==> src/rtl/warp_defs.svh <==
`ifndef WARP_DEFS_SVH
`define WARP_DEFS_SVH

// word address bits A[23:1] of the 68000 bus
`define WARP_ADDR_W 23

// active cycles a sound RAM write is held back
`define WARP_TMO_A 8

// active cycles before an unanswered cycle gets BERR
`define WARP_TMO_B 64

// cycle counter width, must hold WARP_TMO_B
`define WARP_CNT_W 7

`endif

==> src/rtl/fsbPkg.sv <==
`include "warp_defs.svh"

package fsbPkg;

	// word address, byte address is this shifted left by one
	typedef logic [`WARP_ADDR_W-1:0] fsbAddr_t;

	// bus inputs of the accelerated CPU, strobes active low
	typedef struct packed {
		fsbAddr_t addr;
		logic nAs;
		logic nLds;
		logic nUds;
		logic nWe;
	} fsbCycle_t;

endpackage

==> src/rtl/ctlPkg.sv <==
package ctlPkg;

	// one select bit per decoded region
	typedef struct packed {
		logic ramCs;
		logic romCs;
		logic scsiCs;
		logic ioCs;
		logic iaCs;
		logic sndWrCs;
	} devSel_t;

	// I/O bus slave port states
	typedef enum logic [1:0] {
		IO_IDLE,
		IO_REQ,
		IO_WAIT,
		IO_DONE
	} ioState_t;

endpackage

==> src/rtl/chipSelect.sv <==
`timescale 1ns/1ns

module chipSelect (
	input logic CLK_FSB,
	input logic arstN,
	input logic bAct,
	input fsbPkg::fsbCycle_t cyc,
	input logic romIo,
	input logic accDis,
	output ctlPkg::devSel_t sel
);
	import fsbPkg::*;
	import ctlPkg::*;

	fsbAddr_t addr;
	logic ramArea;
	logic sndArea;
	logic romArea;
	logic scsiArea;
	logic iaArea;
	logic otherArea;
	devSel_t selNext;

	// addr[i] carries A[i+1]
	assign addr = cyc.addr;

	// 0x000000-0x3FFFFF
	assign ramArea = (addr[22:21] == 2'b00);
	// top of RAM from 0x3FA000 holds the sound buffer
	assign sndArea = ramArea && (addr[20:11] >= 10'h3FA);
	// 0x400000-0x4FFFFF
	assign romArea = (addr[22:19] == 4'h4);
	// 0x580000-0x5FFFFF
	assign scsiArea = (addr[22:18] == 5'b01011);
	// interrupt acknowledge space
	assign iaArea = (addr[22:19] == 4'hF);
	assign otherArea = !ramArea && !romArea && !scsiArea && !iaArea;

	always_comb begin
		selNext.ramCs = ramArea && !accDis;
		selNext.romCs = romArea && !romIo;
		selNext.scsiCs = scsiArea;
		selNext.iaCs = iaArea;
		selNext.sndWrCs = sndArea && !accDis && !cyc.nWe;
		// SCSI, rerouted ROM and RAM of a disabled card all go to the I/O bus
		selNext.ioCs = otherArea || scsiArea || (romArea && romIo) ||
			(ramArea && accDis);
	end

	// sample while idle so the selects hold still for the whole cycle
	always_ff @(posedge CLK_FSB or negedge arstN) begin
		if (!arstN) begin
			sel <= '0;
		end else if (!bAct) begin
			sel <= selNext;
		end
	end

endmodule

==> src/rtl/cycleTimer.sv <==
`timescale 1ns/1ns
`include "warp_defs.svh"

module cycleTimer (
	input logic CLK_FSB,
	input logic arstN,
	input logic bAct,
	output logic tmoA,
	output logic tmoB
);
	typedef logic [`WARP_CNT_W-1:0] cycCnt_t;

	localparam int tmoALen = `WARP_TMO_A;
	localparam int tmoBLen = `WARP_TMO_B;

	cycCnt_t cnt;

	// saturating count of active cycles
	always_ff @(posedge CLK_FSB or negedge arstN) begin
		if (!arstN) begin
			cnt <= '0;
		end else if (!bAct) begin
			cnt <= '0;
		end else if (cnt != '1) begin
			cnt <= cnt + 1'b1;
		end
	end

	always_ff @(posedge CLK_FSB or negedge arstN) begin
		if (!arstN) begin
			tmoA <= 1'b0;
			tmoB <= 1'b0;
		end else begin
			tmoA <= bAct && (int'(cnt) >= tmoALen);
			tmoB <= bAct && (int'(cnt) >= tmoBLen);
		end
	end

endmodule

==> src/rtl/ioSlave.sv <==
`timescale 1ns/1ns

module ioSlave (
	input logic CLK_FSB,
	input logic arstN,
	input logic bAct,
	input fsbPkg::fsbCycle_t cyc,
	input logic ioCs,
	input logic ioAct,
	input logic ioBerr,
	output logic ioReq,
	output logic ioRw,
	output logic ioLds,
	output logic ioUds,
	output logic ioReady,
	output logic ioBerrOut
);
	import ctlPkg::*;

	ioState_t state;
	logic [1:0] actSync;
	logic [1:0] berrSync;
	logic sawAct;

	// master handshake is brought in through two flops
	always_ff @(posedge CLK_FSB or negedge arstN) begin
		if (!arstN) begin
			actSync <= '0;
			berrSync <= '0;
		end else begin
			actSync <= {actSync[0], ioAct};
			berrSync <= {berrSync[0], ioBerr};
		end
	end

	// request lasts exactly the one cycle spent in IO_REQ
	assign ioReq = (state == IO_REQ);

	always_ff @(posedge CLK_FSB or negedge arstN) begin
		if (!arstN) begin
			state <= IO_IDLE;
			sawAct <= 1'b0;
			ioReady <= 1'b0;
			ioBerrOut <= 1'b0;
			ioRw <= 1'b1;
			ioLds <= 1'b0;
			ioUds <= 1'b0;
		end else begin
			case (state)
				IO_IDLE: begin
					sawAct <= 1'b0;
					if (bAct && ioCs) begin
						state <= IO_REQ;
						// ioRw high for reads, byte strobes active high
						ioRw <= cyc.nWe;
						ioLds <= !cyc.nLds;
						ioUds <= !cyc.nUds;
					end
				end
				IO_REQ: begin
					state <= IO_WAIT;
				end
				IO_WAIT: begin
					if (actSync[1]) begin
						sawAct <= 1'b1;
					end
					if (berrSync[1]) begin
						state <= IO_DONE;
						ioBerrOut <= 1'b1;
					end else if (sawAct && !actSync[1]) begin
						// master finished on the falling edge of ioAct
						state <= IO_DONE;
						ioReady <= 1'b1;
					end
				end
				IO_DONE: begin
					if (!bAct) begin
						state <= IO_IDLE;
						ioReady <= 1'b0;
						ioBerrOut <= 1'b0;
					end
				end
				default: state <= IO_IDLE;
			endcase
		end
	end

endmodule

==> src/rtl/disableCtl.sv <==
`timescale 1ns/1ns

module disableCtl (
	input logic CLK_FSB,
	input logic arstN,
	input logic nRES,
	input logic nIPL2,
	output logic accDis
);
	// newest sample in bit 0
	logic [2:0] resSync;
	logic [1:0] iplSync;
	logic resDone;
	logic resRelease;

	always_ff @(posedge CLK_FSB or negedge arstN) begin
		if (!arstN) begin
			resSync <= '0;
			iplSync <= '0;
		end else begin
			resSync <= {resSync[1:0], !nRES};
			iplSync <= {iplSync[0], !nIPL2};
		end
	end

	// reset seen, then two clean samples without it
	assign resRelease = !resSync[0] && !resSync[1] && resSync[2];

	// only the first reset after power-up may disable the card
	always_ff @(posedge CLK_FSB or negedge arstN) begin
		if (!arstN) begin
			resDone <= 1'b0;
			accDis <= 1'b0;
		end else begin
			if (&resSync && &iplSync && !resDone) begin
				accDis <= 1'b1;
			end
			if (resRelease) begin
				resDone <= 1'b1;
			end
		end
	end

endmodule

==> src/rtl/fsbResponder.sv <==
`timescale 1ns/1ns

module fsbResponder (
	input logic CLK_FSB,
	input logic arstN,
	input fsbPkg::fsbCycle_t cyc,
	input ctlPkg::devSel_t sel,
	input logic tmoA,
	input logic tmoB,
	input logic ioReady,
	input logic ioBerrOut,
	output logic bAct,
	output logic nDTACK,
	output logic nVPA,
	output logic nBERR
);
	logic act;
	logic localRdy;
	logic rdy;
	logic berr;
	logic answered;

	// AS registered on the bus clock
	always_ff @(posedge CLK_FSB or negedge arstN) begin
		if (!arstN) begin
			bAct <= 1'b0;
		end else begin
			bAct <= !cyc.nAs;
		end
	end

	// AS rising ends the cycle on the next edge
	assign act = bAct && !cyc.nAs;

	// sound RAM writes wait for timeout A
	assign localRdy = (sel.ramCs || sel.romCs) && !(sel.sndWrCs && !tmoA);
	assign rdy = localRdy || ioReady;
	// SCSI may stretch its cycle indefinitely
	assign berr = ioBerrOut || (tmoB && !sel.scsiCs);
	assign answered = !nDTACK || !nVPA || !nBERR;

	always_ff @(posedge CLK_FSB or negedge arstN) begin
		if (!arstN) begin
			nDTACK <= 1'b1;
			nVPA <= 1'b1;
			nBERR <= 1'b1;
		end else if (!act) begin
			nDTACK <= 1'b1;
			nVPA <= 1'b1;
			nBERR <= 1'b1;
		end else if (!answered) begin
			// first response wins and is held to the end of the cycle
			if (berr) begin
				nBERR <= 1'b0;
			end else if (sel.iaCs) begin
				nVPA <= 1'b0;
			end else if (rdy) begin
				nDTACK <= 1'b0;
			end
		end
	end

endmodule

==> src/rtl/warpBus.sv <==
`timescale 1ns/1ns
`include "warp_defs.svh"

module warpBus (
	input logic CLK_FSB,
	input logic arstN,
	input logic [`WARP_ADDR_W:1] A_FSB,
	input logic nAS_FSB,
	input logic nLDS_FSB,
	input logic nUDS_FSB,
	input logic nWE_FSB,
	input logic nRES,
	input logic nIPL2,
	input logic [1:0] sw,
	input logic ioAct,
	input logic ioBerr,
	output logic nDTACK_FSB,
	output logic nVPA_FSB,
	output logic nBERR_FSB,
	output logic ioReq,
	output logic ioRw,
	output logic ioLds,
	output logic ioUds
);
	import fsbPkg::*;
	import ctlPkg::*;

	fsbCycle_t cyc;
	devSel_t sel;
	logic bAct;
	logic tmoA;
	logic tmoB;
	logic ioReady;
	logic ioBerrOut;
	logic accDis;

	assign cyc = '{addr: A_FSB, nAs: nAS_FSB, nLds: nLDS_FSB, nUds: nUDS_FSB,
		nWe: nWE_FSB};

	// sw[1] moves ROM onto the motherboard, sw[0] was the oscillator select
	chipSelect i_chipSelect (
		.CLK_FSB(CLK_FSB), .arstN(arstN), .bAct(bAct), .cyc(cyc),
		.romIo(sw[1]), .accDis(accDis), .sel(sel)
	);

	cycleTimer i_cycleTimer (
		.CLK_FSB(CLK_FSB), .arstN(arstN), .bAct(bAct), .tmoA(tmoA), .tmoB(tmoB)
	);

	ioSlave i_ioSlave (
		.CLK_FSB(CLK_FSB), .arstN(arstN), .bAct(bAct), .cyc(cyc), .ioCs(sel.ioCs),
		.ioAct(ioAct), .ioBerr(ioBerr), .ioReq(ioReq), .ioRw(ioRw), .ioLds(ioLds),
		.ioUds(ioUds), .ioReady(ioReady), .ioBerrOut(ioBerrOut)
	);

	disableCtl i_disableCtl (
		.CLK_FSB(CLK_FSB), .arstN(arstN), .nRES(nRES), .nIPL2(nIPL2), .accDis(accDis)
	);

	fsbResponder i_fsbResponder (
		.CLK_FSB(CLK_FSB), .arstN(arstN), .cyc(cyc), .sel(sel), .tmoA(tmoA),
		.tmoB(tmoB), .ioReady(ioReady), .ioBerrOut(ioBerrOut), .bAct(bAct),
		.nDTACK(nDTACK_FSB), .nVPA(nVPA_FSB), .nBERR(nBERR_FSB)
	);

endmodule

==> config.mk <==
export PLATFORM = sky130hd
export DESIGN_NAME = warpBus
export DESIGN_NICKNAME = d
export VERILOG_FILES = /design/src/rtl/fsbPkg.sv /design/src/rtl/ctlPkg.sv /design/src/rtl/chipSelect.sv /design/src/rtl/cycleTimer.sv /design/src/rtl/ioSlave.sv /design/src/rtl/disableCtl.sv /design/src/rtl/fsbResponder.sv /design/src/rtl/warpBus.sv
export VERILOG_INCLUDE_DIRS = /design/src /design/src/rtl
export SDC_FILE = /design/constraint.sdc
export NUM_CORES = 1
export LEC_CHECK = 0
export BUFFER_PORTS_ARGS = -buffer_cell sky130_fd_sc_hd__buf_2
export CORE_MARGIN = 10
export CORE_UTILIZATION = 40
export CTS_CLUSTER_DIAMETER = 100
export DETAILED_ROUTE_END_ITERATION = 16
export HOLD_SLACK_MARGIN = 0.1
export PLACE_DENSITY = 0.74
export SLEW_MARGIN = 25
export SYNTH_ARGS = -nofsm -noshare
export SYNTH_HDL_FRONTEND = slang
export SYNTH_SLANG_ARGS = --single-unit
==> constraint.sdc <==
create_clock -name CLK_FSB -period 2.3 [get_ports CLK_FSB]
set_input_delay 0.345 -clock CLK_FSB [delete_from_list [all_inputs] [get_ports CLK_FSB]]
set_output_delay 0.345 -clock CLK_FSB [all_outputs]
set_load 0.01 [all_outputs]
### Word level (Yosys, flattened, before mapping)

Cells that the tools add are included.

| cells by class | value |
|---|---|
| $add $sub $neg | 1 |
| magnitude comparators | 3 |
| equality and inequality tests | 21 |
| muxes and demuxes | 27 |
| reduce and logical (&&, ||, !) cells | 66 |

Operators by type and width:

| cell | number |
|---|---|
| 1-bit logical AND | 22 |
| 1-bit zero test | 22 |
| 2-bit != test, second input constant | 9 |
| 1-bit two-way mux | 17 |
| 7-bit two-way mux | 2 |
| 3-bit AND reduction | 4 |
| 10-bit greater-or-equal comparator, second input constant | 1 |
| 1-bit logical OR | 8 |
| 2-bit two-way mux | 4 |
| 2-bit by 1-bit != test with 1-bit output, second input constant | 4 |
| 2-bit one-hot mux with 4 select lines | 1 |
| 2-bit AND reduction | 4 |
| 4-bit AND reduction | 2 |
| 7-bit by 1-bit adder with 7-bit output, second input constant | 1 |
| 7-bit by 4-bit greater-or-equal comparator with 1-bit output, second input constant | 1 |
| 7-bit greater-or-equal comparator, second input constant | 1 |
| 7-bit != test, second input constant | 1 |
| 1-bit one-hot mux with 2 select lines | 3 |
| 5-bit by 4-bit equality test with 1-bit output, second input constant | 1 |
| 2-bit equality test, second input constant | 2 |
| 4-bit by 3-bit equality test with 1-bit output, second input constant | 1 |
| 4-bit equality test, second input constant | 1 |
| 2-bit zero test | 2 |
| 2-bit nonzero test | 2 |
| other kinds (2) | 2 |

| storage, ports and cells | value |
|---|---|
| register bits after elaboration | 38 |
| input port bits | 35 |
| output and inout port bits | 7 |
| word-level logic and storage cells | 144 |

### Longest topological paths before layout

Gate-level depths: netlist of the first run.

| logic depth | value |
|---|---|
| depth in word-level cells | 10 |
| gate-level depth with buffers | 5 |
| gate-level depth less buffers | 5 |

### Hierarchy

From an unflattened synthesis of the first run, not the netlist that was laid out.

| unflattened totals | value |
|---|---|
| cell total of the unflattened synthesis | 145 |
| area total of the unflattened synthesis | 1,687.9 um2 |

Modules (own cells, without submodules):

| module | times used | cells an instance | area an instance (um2) |
|---|---|---|---|
| ioSlave | 1 | 42 | 520.5 |
| cycleTimer | 1 | 39 | 426.7 |
| chipSelect | 1 | 31 | 309.0 |
| fsbResponder | 1 | 20 | 217.7 |
| disableCtl | 1 | 13 | 214.0 |

### Worst setup path before layout of the first run

Ideal clock, no wire load.

| timing path | value |
|---|---|
| path kind | reg-to-reg |
| start | register i_ioSlave.state[0] |
| end | register i_ioSlave.state[1] |
| setup time | 127 ps |
| arrival time | 1,505 ps |
| slack | 667 ps |
| cell stages (with the launch flop) | 6 |
| buffers on the path | 0 |
| clock period less this slack | 1,633 ps |
| cell sequence | dfrtp_1 inv_1 ha_1 nor2b_1 a222oi_1 mux2_1 |

| between the ends | value |
|---|---|
| cells in the longest elaborated chain, start to end | 3 |

Ends and longest elaborated chain:

| what | line | source |
|---|---|---|
| from (decl) | ioSlave.sv:20 | `ioState_t state;` |
| from (signal assigned) | ioSlave.sv:41 | `state <= IO_IDLE;` |
| from (signal assigned) | ioSlave.sv:53 | `state <= IO_REQ;` |
| from (signal assigned) | ioSlave.sv:61 | `state <= IO_WAIT;` |
| 2-bit equality test or 2-bit zero test (tied branches) | ioSlave.sv:49 | `case (state)` |
| 3-bit by 1-bit != test with 1-bit output (no source line), or another cell as far along | - |  |
| 3-bit AND reduction (no source line) | - |  |

Several ways; a longest one is shown, not always the timed one.
A chain may end at the register's enable or synchronous reset.

### Worst setup path in the final report of the first run

Ends and elaborated chain as after synthesis.

==> results of run 1 <==
## metrics by stage
step	instances	instance area [µm²]	power, W	setup slack [ns]
after floorplan	147	1650	0.00115	0.667
after global placement	224	1850	0.00127	0.524
after detailed placement	224	1850	0.00129	0.518
after CTS	232	1990	0.00197	0.491
after global routing	232	1990	0.00207	0.374
final	232	1990	0.00195	0.491
## logic make-up (layout without fill, tap and decap cells)
| group | count (synthesis) | after routing | share of synthesized area |
|---|---|---|---|
| compound gates | 32 | 32 | 0.142 |
| fa+ha+maj | 7 | 7 | 0.0530 |
| buf+inv | 15 | 50 | 0.0348 |
| flops | 38 | 38 | 0.579 |
| mux | 6 | 6 | 0.0379 |
| simple gates | 49 | 49 | 0.154 |
## sequential cells by signal, indices dropped and copies added, names as in the netlist, 2 cells and up
signal / cells
i_chipSelect.sel: 6
i_cycleTimer.cnt: 7
i_disableCtl.resSync: 3
i_disableCtl.iplSync: 2
i_ioSlave.berrSync: 2
i_ioSlave.actSync: 2
i_ioSlave.state: 2
## power groups by stage
stage | Clock (W) | Combinational [W] | Sequential, W
floorplan | 0 | 0.000278 | 0.000868
global placement | 0 | 0.000412 | 0.000863
detailed placement | 0 | 0.000424 | 0.000868
CTS | 0.000688 | 0.000424 | 0.000857
global route | 0.000720 | 0.000481 | 0.000872
finish | 0.000675 | 0.000417 | 0.000857
## per-layer routing
| layer | vias to the layer above | part of all wire | global-route usage |
|---|---|---|---|
| met5 | - | 0 | 0 |
| li1 | 593 | - | - |
| met2 | 31 | 0.46 | 0.147 |
| met1 | 586 | 0.47 | 0.104 |
| met3 | 2 | 0.065 | 0.0406 |
| met4 | 0 | 0.0070 | 0.0457 |
## critical path, stage by stage (launching register included)
cell and delay (ns):
dfrtp_1 0.41, inv_1 0.10, ha_1 0.26, nor2b_1 0.15
a222oi_1 0.42, mux2_1 0.36
## area by class of cell
| class | count | area [µm²] |
|---|---|---|
| inverter | 13 | 48.8 |
| timing repair buffer | 29 | 148 |
| multi-input combinational | 94 | 638 |
| tap | 50 | 62.6 |
| fill | 344 | 2010 |
| sequential | 38 | 956 |
| clock buffer | 5 | 68.8 |
| clock inverter | 3 | 68.8 |
## placed cells by master, fill, tap and decap left out, types with 3 or more instances in the layout
cell type  count
ha_1           7
nor2b_1        5
o21ai_0        5
nand4_1        5
dfrtp_1       34
o21ai_1        3
buf_2         28
a22o_1         4
a31oi_1        3
mux2i_1        4
clkbuf_8       5
nor2_1         9
nand2_1       14
inv_1         12
nand3_1        3
dfstp_2        4
## worst paths after layout
path	endpoint	depth (start not counted)
max	i_ioSlave.state[1]$_DFFE_PN0P_	5
min	i_disableCtl.iplSync[0]$_DFF_PN0_	1
max reg2reg	i_ioSlave.state[1]$_DFFE_PN0P_	5
min reg2reg	i_ioSlave.actSync[1]$_DFF_PN0_	0
max in group asynchronous	i_cycleTimer.cnt[6]$_DFFE_PN0P_	1
min in group CLK_FSB	i_ioSlave.berrSync[0]$_DFF_PN0_	1
==> flow_metrics.py, run 1 <==
metrics = {
    "global_routing": {
        "grtUsageTotal": 0.0926,
        "grt_max_degree": 39,
        "grt_pass1_wl_um": 5450,
        "antenna_found_initial": 0,
        "grt-ovfl-total": 0,
        "grt_pass1_vias": 1260,
    },
    "flow_run": {
        "cap_violations": 0,
    },
    "finish": {
        "nets": 223,
        "drive_gt1_frac": 0.231,
        "final_core_util": 0.498,
        "area_delta_synth_final_pct": 20.5,
        "antennaDiodeCount": 0,
    },
    "placement": {
        "io_buffer_count": 28,
        "routabilityCongestion": 0.798,
        "dpl.hpwl_um": 2350,
    },
    "critical_path": {
        "critPathLaunchType": "flip-flop",
        "critical_path_class": "flip-flop to flip-flop",
        "crit_path_end_kind": "flip-flop",
        "arrival_ns": 1.99,
        "crit_required_ns": 2.48,
        "cp-startpoint": "i_ioSlave.state[0]$_DFFE_PN0P_",
        "r2r_slack_ns": 0.49,
        "worstPathMaxFanout": 5,
        "reg2reg_from": "i_ioSlave.state[0]$_DFFE_PN0P_",
    },
    "timing": {
        "fin_crit_ns": 1.81,
        "timing.fmax_ghz": 0.553,
        "maxSlewHeadroom": 0.468,
        "tns_ns": 0,
        "min_period_over_period": 0.786,
        "hold-worst-slack_ns": 0.132,
        "finalSetupViolCount": 0,
        "clock-skew-final_ns": 0.00227,
        "hold_viol": 0,
        "maxSlewViolCount": 0,
        "rsz0062_at_grt": "false",
        "tightest_slew_ns": 0.797,
    },
    "routing": {
        "vias": 1212,
        "antenna_left": 0,
        "drt_pass1_iterations": 4,
        "drt_iter0_markers": 66,
        "viasPerCell": 5.22,
        "drc": 0,
        "post_drt_wl_per_cell_um": 13.6,
        "drt-total-wl_um": 3150,
    },
    "cts": {
        "cts_resized": 0,
        "cts_buffers": 5,
        "cts_sinks": 38,
        "clockRootBuffer": "clkbuf_8",
        "cts_hold_buffers": 0,
        "clock_path_buffers": 2,
        "cts_tree": "built",
        "clock_latency_ns": 0.29,
        "cts_setup_buffers": 0,
        "path_clk_slew_ns": 0.07,
        "h-tree-depth": 2,
    },
    "synthesis": {
        "synth_nets": 189,
        "yosys_warnings": 0,
        "synth_async_sr_flop_share": 1.00,
        "synth_top_area_share": 0.515,
        "ys_seq_area_frac": 0.579,
        "syn_inst": 147,
        "yosysTopAreaCell": "dfrtp_1",
        "synth.most_common_cell": "dfrtp_1",
        "synth_cell_types": 42,
        "synth_edf_count": 0,
        "synth_flop_cell": "dfrtp_1",
        "synth_common_cells": "34 x dfrtp_1, 14 x nand2_1, 12 x inv_1, 9 x nor2_1, 7 x ha_1",
        "synthesis.area_mm2": 0.00165,
        "synth-seq-cells": 38,
        "synth.area.top_cells": "dfrtp_1 52%, dfstp_2 6.4%, ha_1 5.3%",
        "synth.avg_cell_area_um2": 11.2,
    },
    "pwr": {
        "ir_worst_vdd_uv": 595,
        "p_sw_w": 0.000533,
        "powerDensity_mw_per_mm2": 979,
        "pwr-share-clk": 0.346,
        "switching_share": 0.274,
        "internal_power_w": 0.00142,
        "p_leak_nw": 0.966,
        "comb_power_share": 0.214,
        "sequentialPowerShare": 0.440,
    },
    "die": {
        "io_pins": 42,
        "num_rows": 23,
        "start_util": 0.413,
        "core_mm2": 0.00400,
        "die-height_um": 84.3,
        "die_x_um": 84.3,
        "fp.dieArea_mm2": 0.00710,
    },
    "min_path": {
        "hp-class": "input pin to asynchronous set/reset pin",
    },
    "status": {
        "status": "finished clean",
    },
}
Power figures use the tool's default switching activity.
==> run 2, diff against run 1 <==
Settings changed: PLACE_DENSITY 0.74 to 0.76.
Clock period 2.3 ns to 1.5 ns, I/O delays scaled along.
==> flow_metrics.py, run 2 (same netlist as run 1, synthesis figures left out) <==
metrics = {
    "routing": {
        "drt-total-wl_um": 3310,
        "drc": 0,
        "vias": 1284,
        "drt_iter0_markers": 71,
        "drt_pass1_iterations": 4,
        "viasPerCell": 5.18,
        "antenna_left": 0,
        "post_drt_wl_per_cell_um": 13.3,
    },
    "cts": {
        "clock_path_buffers": 2,
        "cts_sinks": 38,
        "clockRootBuffer": "clkbuf_8",
        "path_clk_slew_ns": 0.07,
        "clock_latency_ns": 0.29,
        "cts_buffers": 5,
        "cts_tree": "built",
        "h-tree-depth": 2,
    },
    "critical_path": {
        "r2r_slack_ns": -0.12,
        "critical_path.endpoint": "i_ioSlave.state[1]$_DFFE_PN0P_",
        "critical_path_class": "flip-flop to flip-flop",
        "crit_required_ns": 1.67,
        "worstPathMaxFanout": 4,
        "arrival_ns": 1.79,
        "crit_path_end_kind": "flip-flop",
        "reg2reg_depth": 4,
        "cp-startpoint": "i_ioSlave.state[1]$_DFFE_PN0P_",
        "critPathLaunchType": "flip-flop",
        "rr_endpoint": "i_ioSlave.state[1]$_DFFE_PN0P_",
        "reg2reg_from": "i_ioSlave.state[1]$_DFFE_PN0P_",
    },
    "timing": {
        "tns_ns": -0.123,
        "clock-skew-final_ns": 0.00864,
        "fin_crit_ns": 1.62,
        "timing.fmax_ghz": 0.616,
        "setup_ws_ns": -0.123,
        "hold_viol": 0,
        "maxSlewHeadroom": 0.707,
        "finalSetupViolCount": 1,
        "min_period_over_period": 1.08,
        "tightest_slew_ns": 0.440,
        "rsz0062_at_grt": "true",
        "maxSlewViolCount": 0,
    },
    "finish": {
        "drive_gt1_frac": 0.273,
        "area.sequential_um2": 956,
        "multi_input_area_um2": 658,
        "final_cell_mix": "34 x dfrtp_1, 28 x buf_2, 14 x nand2_1",
        "final_core_util": 0.528,
        "final_common_cell": "dfrtp_1",
        "reg.largest.list": "i_cycleTimer.cnt: 7 flops, i_chipSelect.sel: 6 flops, i_disableCtl.resSync: 3 flops",
        "antennaDiodeCount": 0,
        "largest_reg_flops": 7,
        "area_delta_synth_final_pct": 27.9,
        "largest-register": "i_cycleTimer.cnt",
        "fill_cells": 330,
        "nets": 239,
    },
    "die": {
        "die-height_um": 84.3,
        "core_mm2": 0.00400,
        "num_rows": 23,
        "fp.dieArea_mm2": 0.00710,
        "start_util": 0.413,
        "io_pins": 42,
        "die_x_um": 84.3,
    },
    "global_routing": {
        "grt_pass1_vias": 1338,
        "grt_pass1_wl_um": 5750,
        "antenna_found_initial": 0,
        "grt-ovfl-total": 0,
        "grtUsageTotal": 0.0974,
        "grt_max_degree": 21,
    },
    "status": {
        "status": "finished with violations",
        "violations": "negative setup slack",
    },
    "pwr": {
        "ir_worst_vdd_uv": 1260,
        "power_w": 0.00289,
        "p_leak_nw": 1.03,
        "powerDensity_mw_per_mm2": 1370,
    },
    "placement": {
        "routabilityCongestion": 0.765,
        "dpl.hpwl_um": 2430,
        "io_buffer_count": 28,
    },
    "flow_run": {
        "cap_violations": 0,
    },
    "min_path": {
        "hp-class": "input pin to flip-flop",
    },
}
==> run 2: area by class of cell <==
cell class / instances / share of cell area
timing repair buffer: 45 / 0.140
clock buffer: 7 / 0.0409
tap: 50 / 0.0296
clock inverter: 1 / 0.00237
inverter: 13 / 0.0231
multi-input combinational: 94 / 0.312
sequential: 38 / 0.453
==> run 2: stage by stage <==
step / instance area (µm²) / cells / setup slack (ns) / hold WS, ns
after CTS: 2090 / 245 / -0.144 / 0.102
after global routing: 2110 / 248 / -0.243 / 0.107
final: 2110 / 248 / -0.123 / 0.112
after detailed placement: 1940 / 232 / -0.142 / 0.199
after floorplan: 1660 / 147 / -0.0243 / -0.0706
after global placement: 1940 / 232 / -0.0812 / 0.195
==> run 2: metal layers <==
layer,track usage,vias to the layer above,routed length [µm],part of all wire
met2,0.147,30,1440,0.43
met1,0.114,614,1580,0.48
met3,0.0483,9,226,0.068
li1,-,631,-,-
met4,0.0441,0,68,0.021
met5,0,-,0,0
==> run 2: worst min-delay path by stage <==
stage	start	endpoint	slack (ns)	cells after the start
after floorplan	arstN	i_chipSelect.sel[0]$_DFFE_PN0N_	-0.07	0
after global placement	arstN	i_disableCtl.resDone$_DFFE_PN0P_	0.20	1
after detailed placement	arstN	i_disableCtl.iplSync[1]$_DFF_PN0_	0.20	1
after CTS	nLDS_FSB	i_ioSlave.ioLds$_DFFE_PN0P_	0.10	2
after global routing	nAS_FSB	i_fsbResponder.bAct$_DFF_PN0_	0.11	2
final	nAS_FSB	i_fsbResponder.bAct$_DFF_PN0_	0.11	2
==> run 2: timing repair <==
action / 4_1_cts / 5_1_grt
setup buffers: 0 / 2
pin swaps: 0 / 2
endpoints found under the setup margin: 1 / 3
resized for setup: 1 / 0
hold endpoints to repair: 22 / 1
hold buffers: 5 / 1
==> run 2: power by group <==
| group | internal, W | total, W | switching [W] |
|---|---|---|---|
| clock | 0.000370 | 0.000710 | 0.000339 |
| sequential | 0.00120 | 0.00132 | 0.000126 |
| combinational | 0.000472 | 0.000857 | 0.000385 |
==> run 2: critical path, stage by stage, from the launching register on <==
cell      delay, ns
dfrtp_1        0.43
ha_4           0.18
nor2b_4        0.11
a222oi_1       0.41
mux2_1         0.37
==> run 3, diff against run 2 <==
Settings changed: PLACE_DENSITY 0.76 to 0.74.
Clock period 1.5 ns to 1.9 ns, I/O delays scaled along.
==> flow_metrics.py, run 3 (same netlist as run 1, synthesis figures left out) <==
metrics = {
    "status": {
        "status": "finished clean",
    },
    "finish": {
        "largest-register": "i_cycleTimer.cnt",
        "largest_reg_flops": 7,
        "area_delta_synth_final_pct": 21.5,
        "drive_gt1_frac": 0.235,
        "nets": 228,
        "final_cell_mix": "34 x dfrtp_1, 28 x buf_2, 14 x nand2_1",
        "reg.largest.list": "i_cycleTimer.cnt: 7 flops, i_chipSelect.sel: 6 flops, i_disableCtl.resSync: 3 flops",
        "antennaDiodeCount": 0,
        "final_common_cell": "dfrtp_1",
        "fill_cells": 360,
    },
    "global_routing": {
        "grt_pass1_vias": 1340,
        "grt_max_degree": 39,
        "grt-ovfl-total": 0,
        "grt_pass1_wl_um": 5730,
        "antenna_found_initial": 0,
        "grtUsageTotal": 0.0976,
    },
    "critical_path": {
        "slowest_delay_ns": 0.39,
        "crit_required_ns": 2.08,
        "crit_family": "flip-flops",
        "r2r_slack_ns": 0.15,
        "reg2reg_depth": 6,
        "rr_endpoint": "i_ioSlave.state[1]$_DFFE_PN0P_",
        "reg2reg_from": "i_ioSlave.state[0]$_DFFE_PN0P_",
        "critPathBufInv": 2,
        "crit_path_cell_trace": "inv_1 -> ha_1 -> nor2b_1 -> a222oi_1 -> buf_4 -> mux2_1",
        "worstPathMaxFanout": 5,
        "critical_path_class": "flip-flop to flip-flop",
        "arrival_ns": 1.93,
        "critPathLaunchType": "flip-flop",
        "critPathSlowestCell": "dfrtp_1",
        "crit_path_end_kind": "flip-flop",
    },
    "min_path": {
        "hp-class": "input pin to flip-flop",
        "hp-start": "nRES",
        "min_to": "i_disableCtl.resSync[0]$_DFF_PN0_",
        "whs_path_depth": 2,
    },
    "timing": {
        "maxSlewHeadroom": 0.695,
        "finalSetupViolCount": 0,
        "min_period_over_period": 0.923,
        "setup_ws_ns": 0.146,
        "maxSlewViolCount": 0,
        "fin_crit_ns": 1.75,
        "hold_viol": 0,
        "hold-worst-slack_ns": 0.127,
        "timing.fmax_ghz": 0.570,
        "rsz0062_at_grt": "false",
        "tns_ns": 0,
        "tightest_slew_ns": 0.458,
        "clock-skew-final_ns": 0.00718,
    },
    "die": {
        "start_util": 0.413,
        "io_pins": 42,
        "die_x_um": 84.3,
        "num_rows": 23,
        "die-height_um": 84.3,
        "core_mm2": 0.00400,
        "fp.dieArea_mm2": 0.00710,
    },
    "placement": {
        "io_buffer_count": 28,
        "dpl.hpwl_um": 2370,
        "dpl_worst_slack_ns": 0.0924,
        "routabilityCongestion": 0.771,
    },
    "cts": {
        "clock_latency_ns": 0.30,
        "cts_tree": "built",
        "cts_buffers": 5,
        "cts_resized": 0,
        "h-tree-depth": 2,
        "clockRootBuffer": "clkbuf_8",
        "clock_path_buffers": 2,
        "path_clk_slew_ns": 0.07,
        "cts_sinks": 38,
    },
    "routing": {
        "drt-total-wl_um": 3190,
        "vias": 1236,
        "drt_pass1_iterations": 4,
        "post_drt_wl_per_cell_um": 13.5,
        "drc": 0,
        "viasPerCell": 5.22,
        "drt_iter0_markers": 108,
        "antenna_left": 0,
    },
    "pwr": {
        "ir_worst_vdd_uv": 677,
        "p_leak_nw": 0.978,
        "powerDensity_mw_per_mm2": 1110,
    },
    "flow_run": {
        "cap_violations": 0,
    },
}
==> run 3: stage by stage <==
stage          cells  area [µm²]   util  total power (W)
4_1_cts          236        2000  0.500          0.00225
3_3_place_gp     225        1860  0.465          0.00154
3_5_place_dp     225        1860  0.465          0.00157
6_report         237        2010  0.502          0.00223
5_1_grt          237        2010  0.502          0.00240
2_1_floorplan    147        1650      -          0.00139
==> run 3: timing repair <==
action | CTS | global route
endpoints found under the hold margin | 36 | 0
endpoints found under the setup margin | 0 | 1
setup buffers | 0 | 1
hold buffers | 3 | 0
==> run 3: layer usage <==
layer	vias to the layer above	global-route usage	wire length (µm)
li1	606	-	-
met3	7	0.0444	195
met2	27	0.154	1450
met5	-	0	0
met4	0	0.0518	68
met1	596	0.108	1480
==> run 3: area by class of cell <==
cell class / instances / area, µm² / share of cell area
sequential: 38 / 956 / 0.476
multi-input combinational: 94 / 638 / 0.318
timing repair buffer: 34 / 193 / 0.0960
clock buffer: 5 / 68.8 / 0.0343
tap: 50 / 62.6 / 0.0312
inverter: 13 / 48.8 / 0.0243
clock inverter: 3 / 40.0 / 0.0200
==> run 3: report_power, final <==
group          total (W)  internal (W)  switching, W  leakage (nW)
combinational   0.000530      0.000265      0.000265         0.455
clock           0.000667      0.000386      0.000280        0.0579
sequential       0.00104      0.000945     0.0000899         0.466
total            0.00223       0.00160      0.000635         0.978
==> run 3: worst max-delay path by stage <==
stage / from / endpoint / slack (ns) / depth (start not counted)
after floorplan: i_ioSlave.state[0]$_DFFE_PN0P_ / i_ioSlave.state[1]$_DFFE_PN0P_ / 0.27 / 5
after global placement: i_ioSlave.state[0]$_DFFE_PN0P_ / i_ioSlave.state[1]$_DFFE_PN0P_ / 0.14 / 5
after detailed placement: i_ioSlave.state[0]$_DFFE_PN0P_ / i_ioSlave.state[1]$_DFFE_PN0P_ / 0.09 / 5
after CTS: i_ioSlave.state[0]$_DFFE_PN0P_ / i_ioSlave.state[1]$_DFFE_PN0P_ / 0.08 / 5
after global routing: i_ioSlave.state[0]$_DFFE_PN0P_ / i_ioSlave.state[1]$_DFFE_PN0P_ / 0.01 / 6
final: i_ioSlave.state[0]$_DFFE_PN0P_ / i_ioSlave.state[1]$_DFFE_PN0P_ / 0.15 / 6
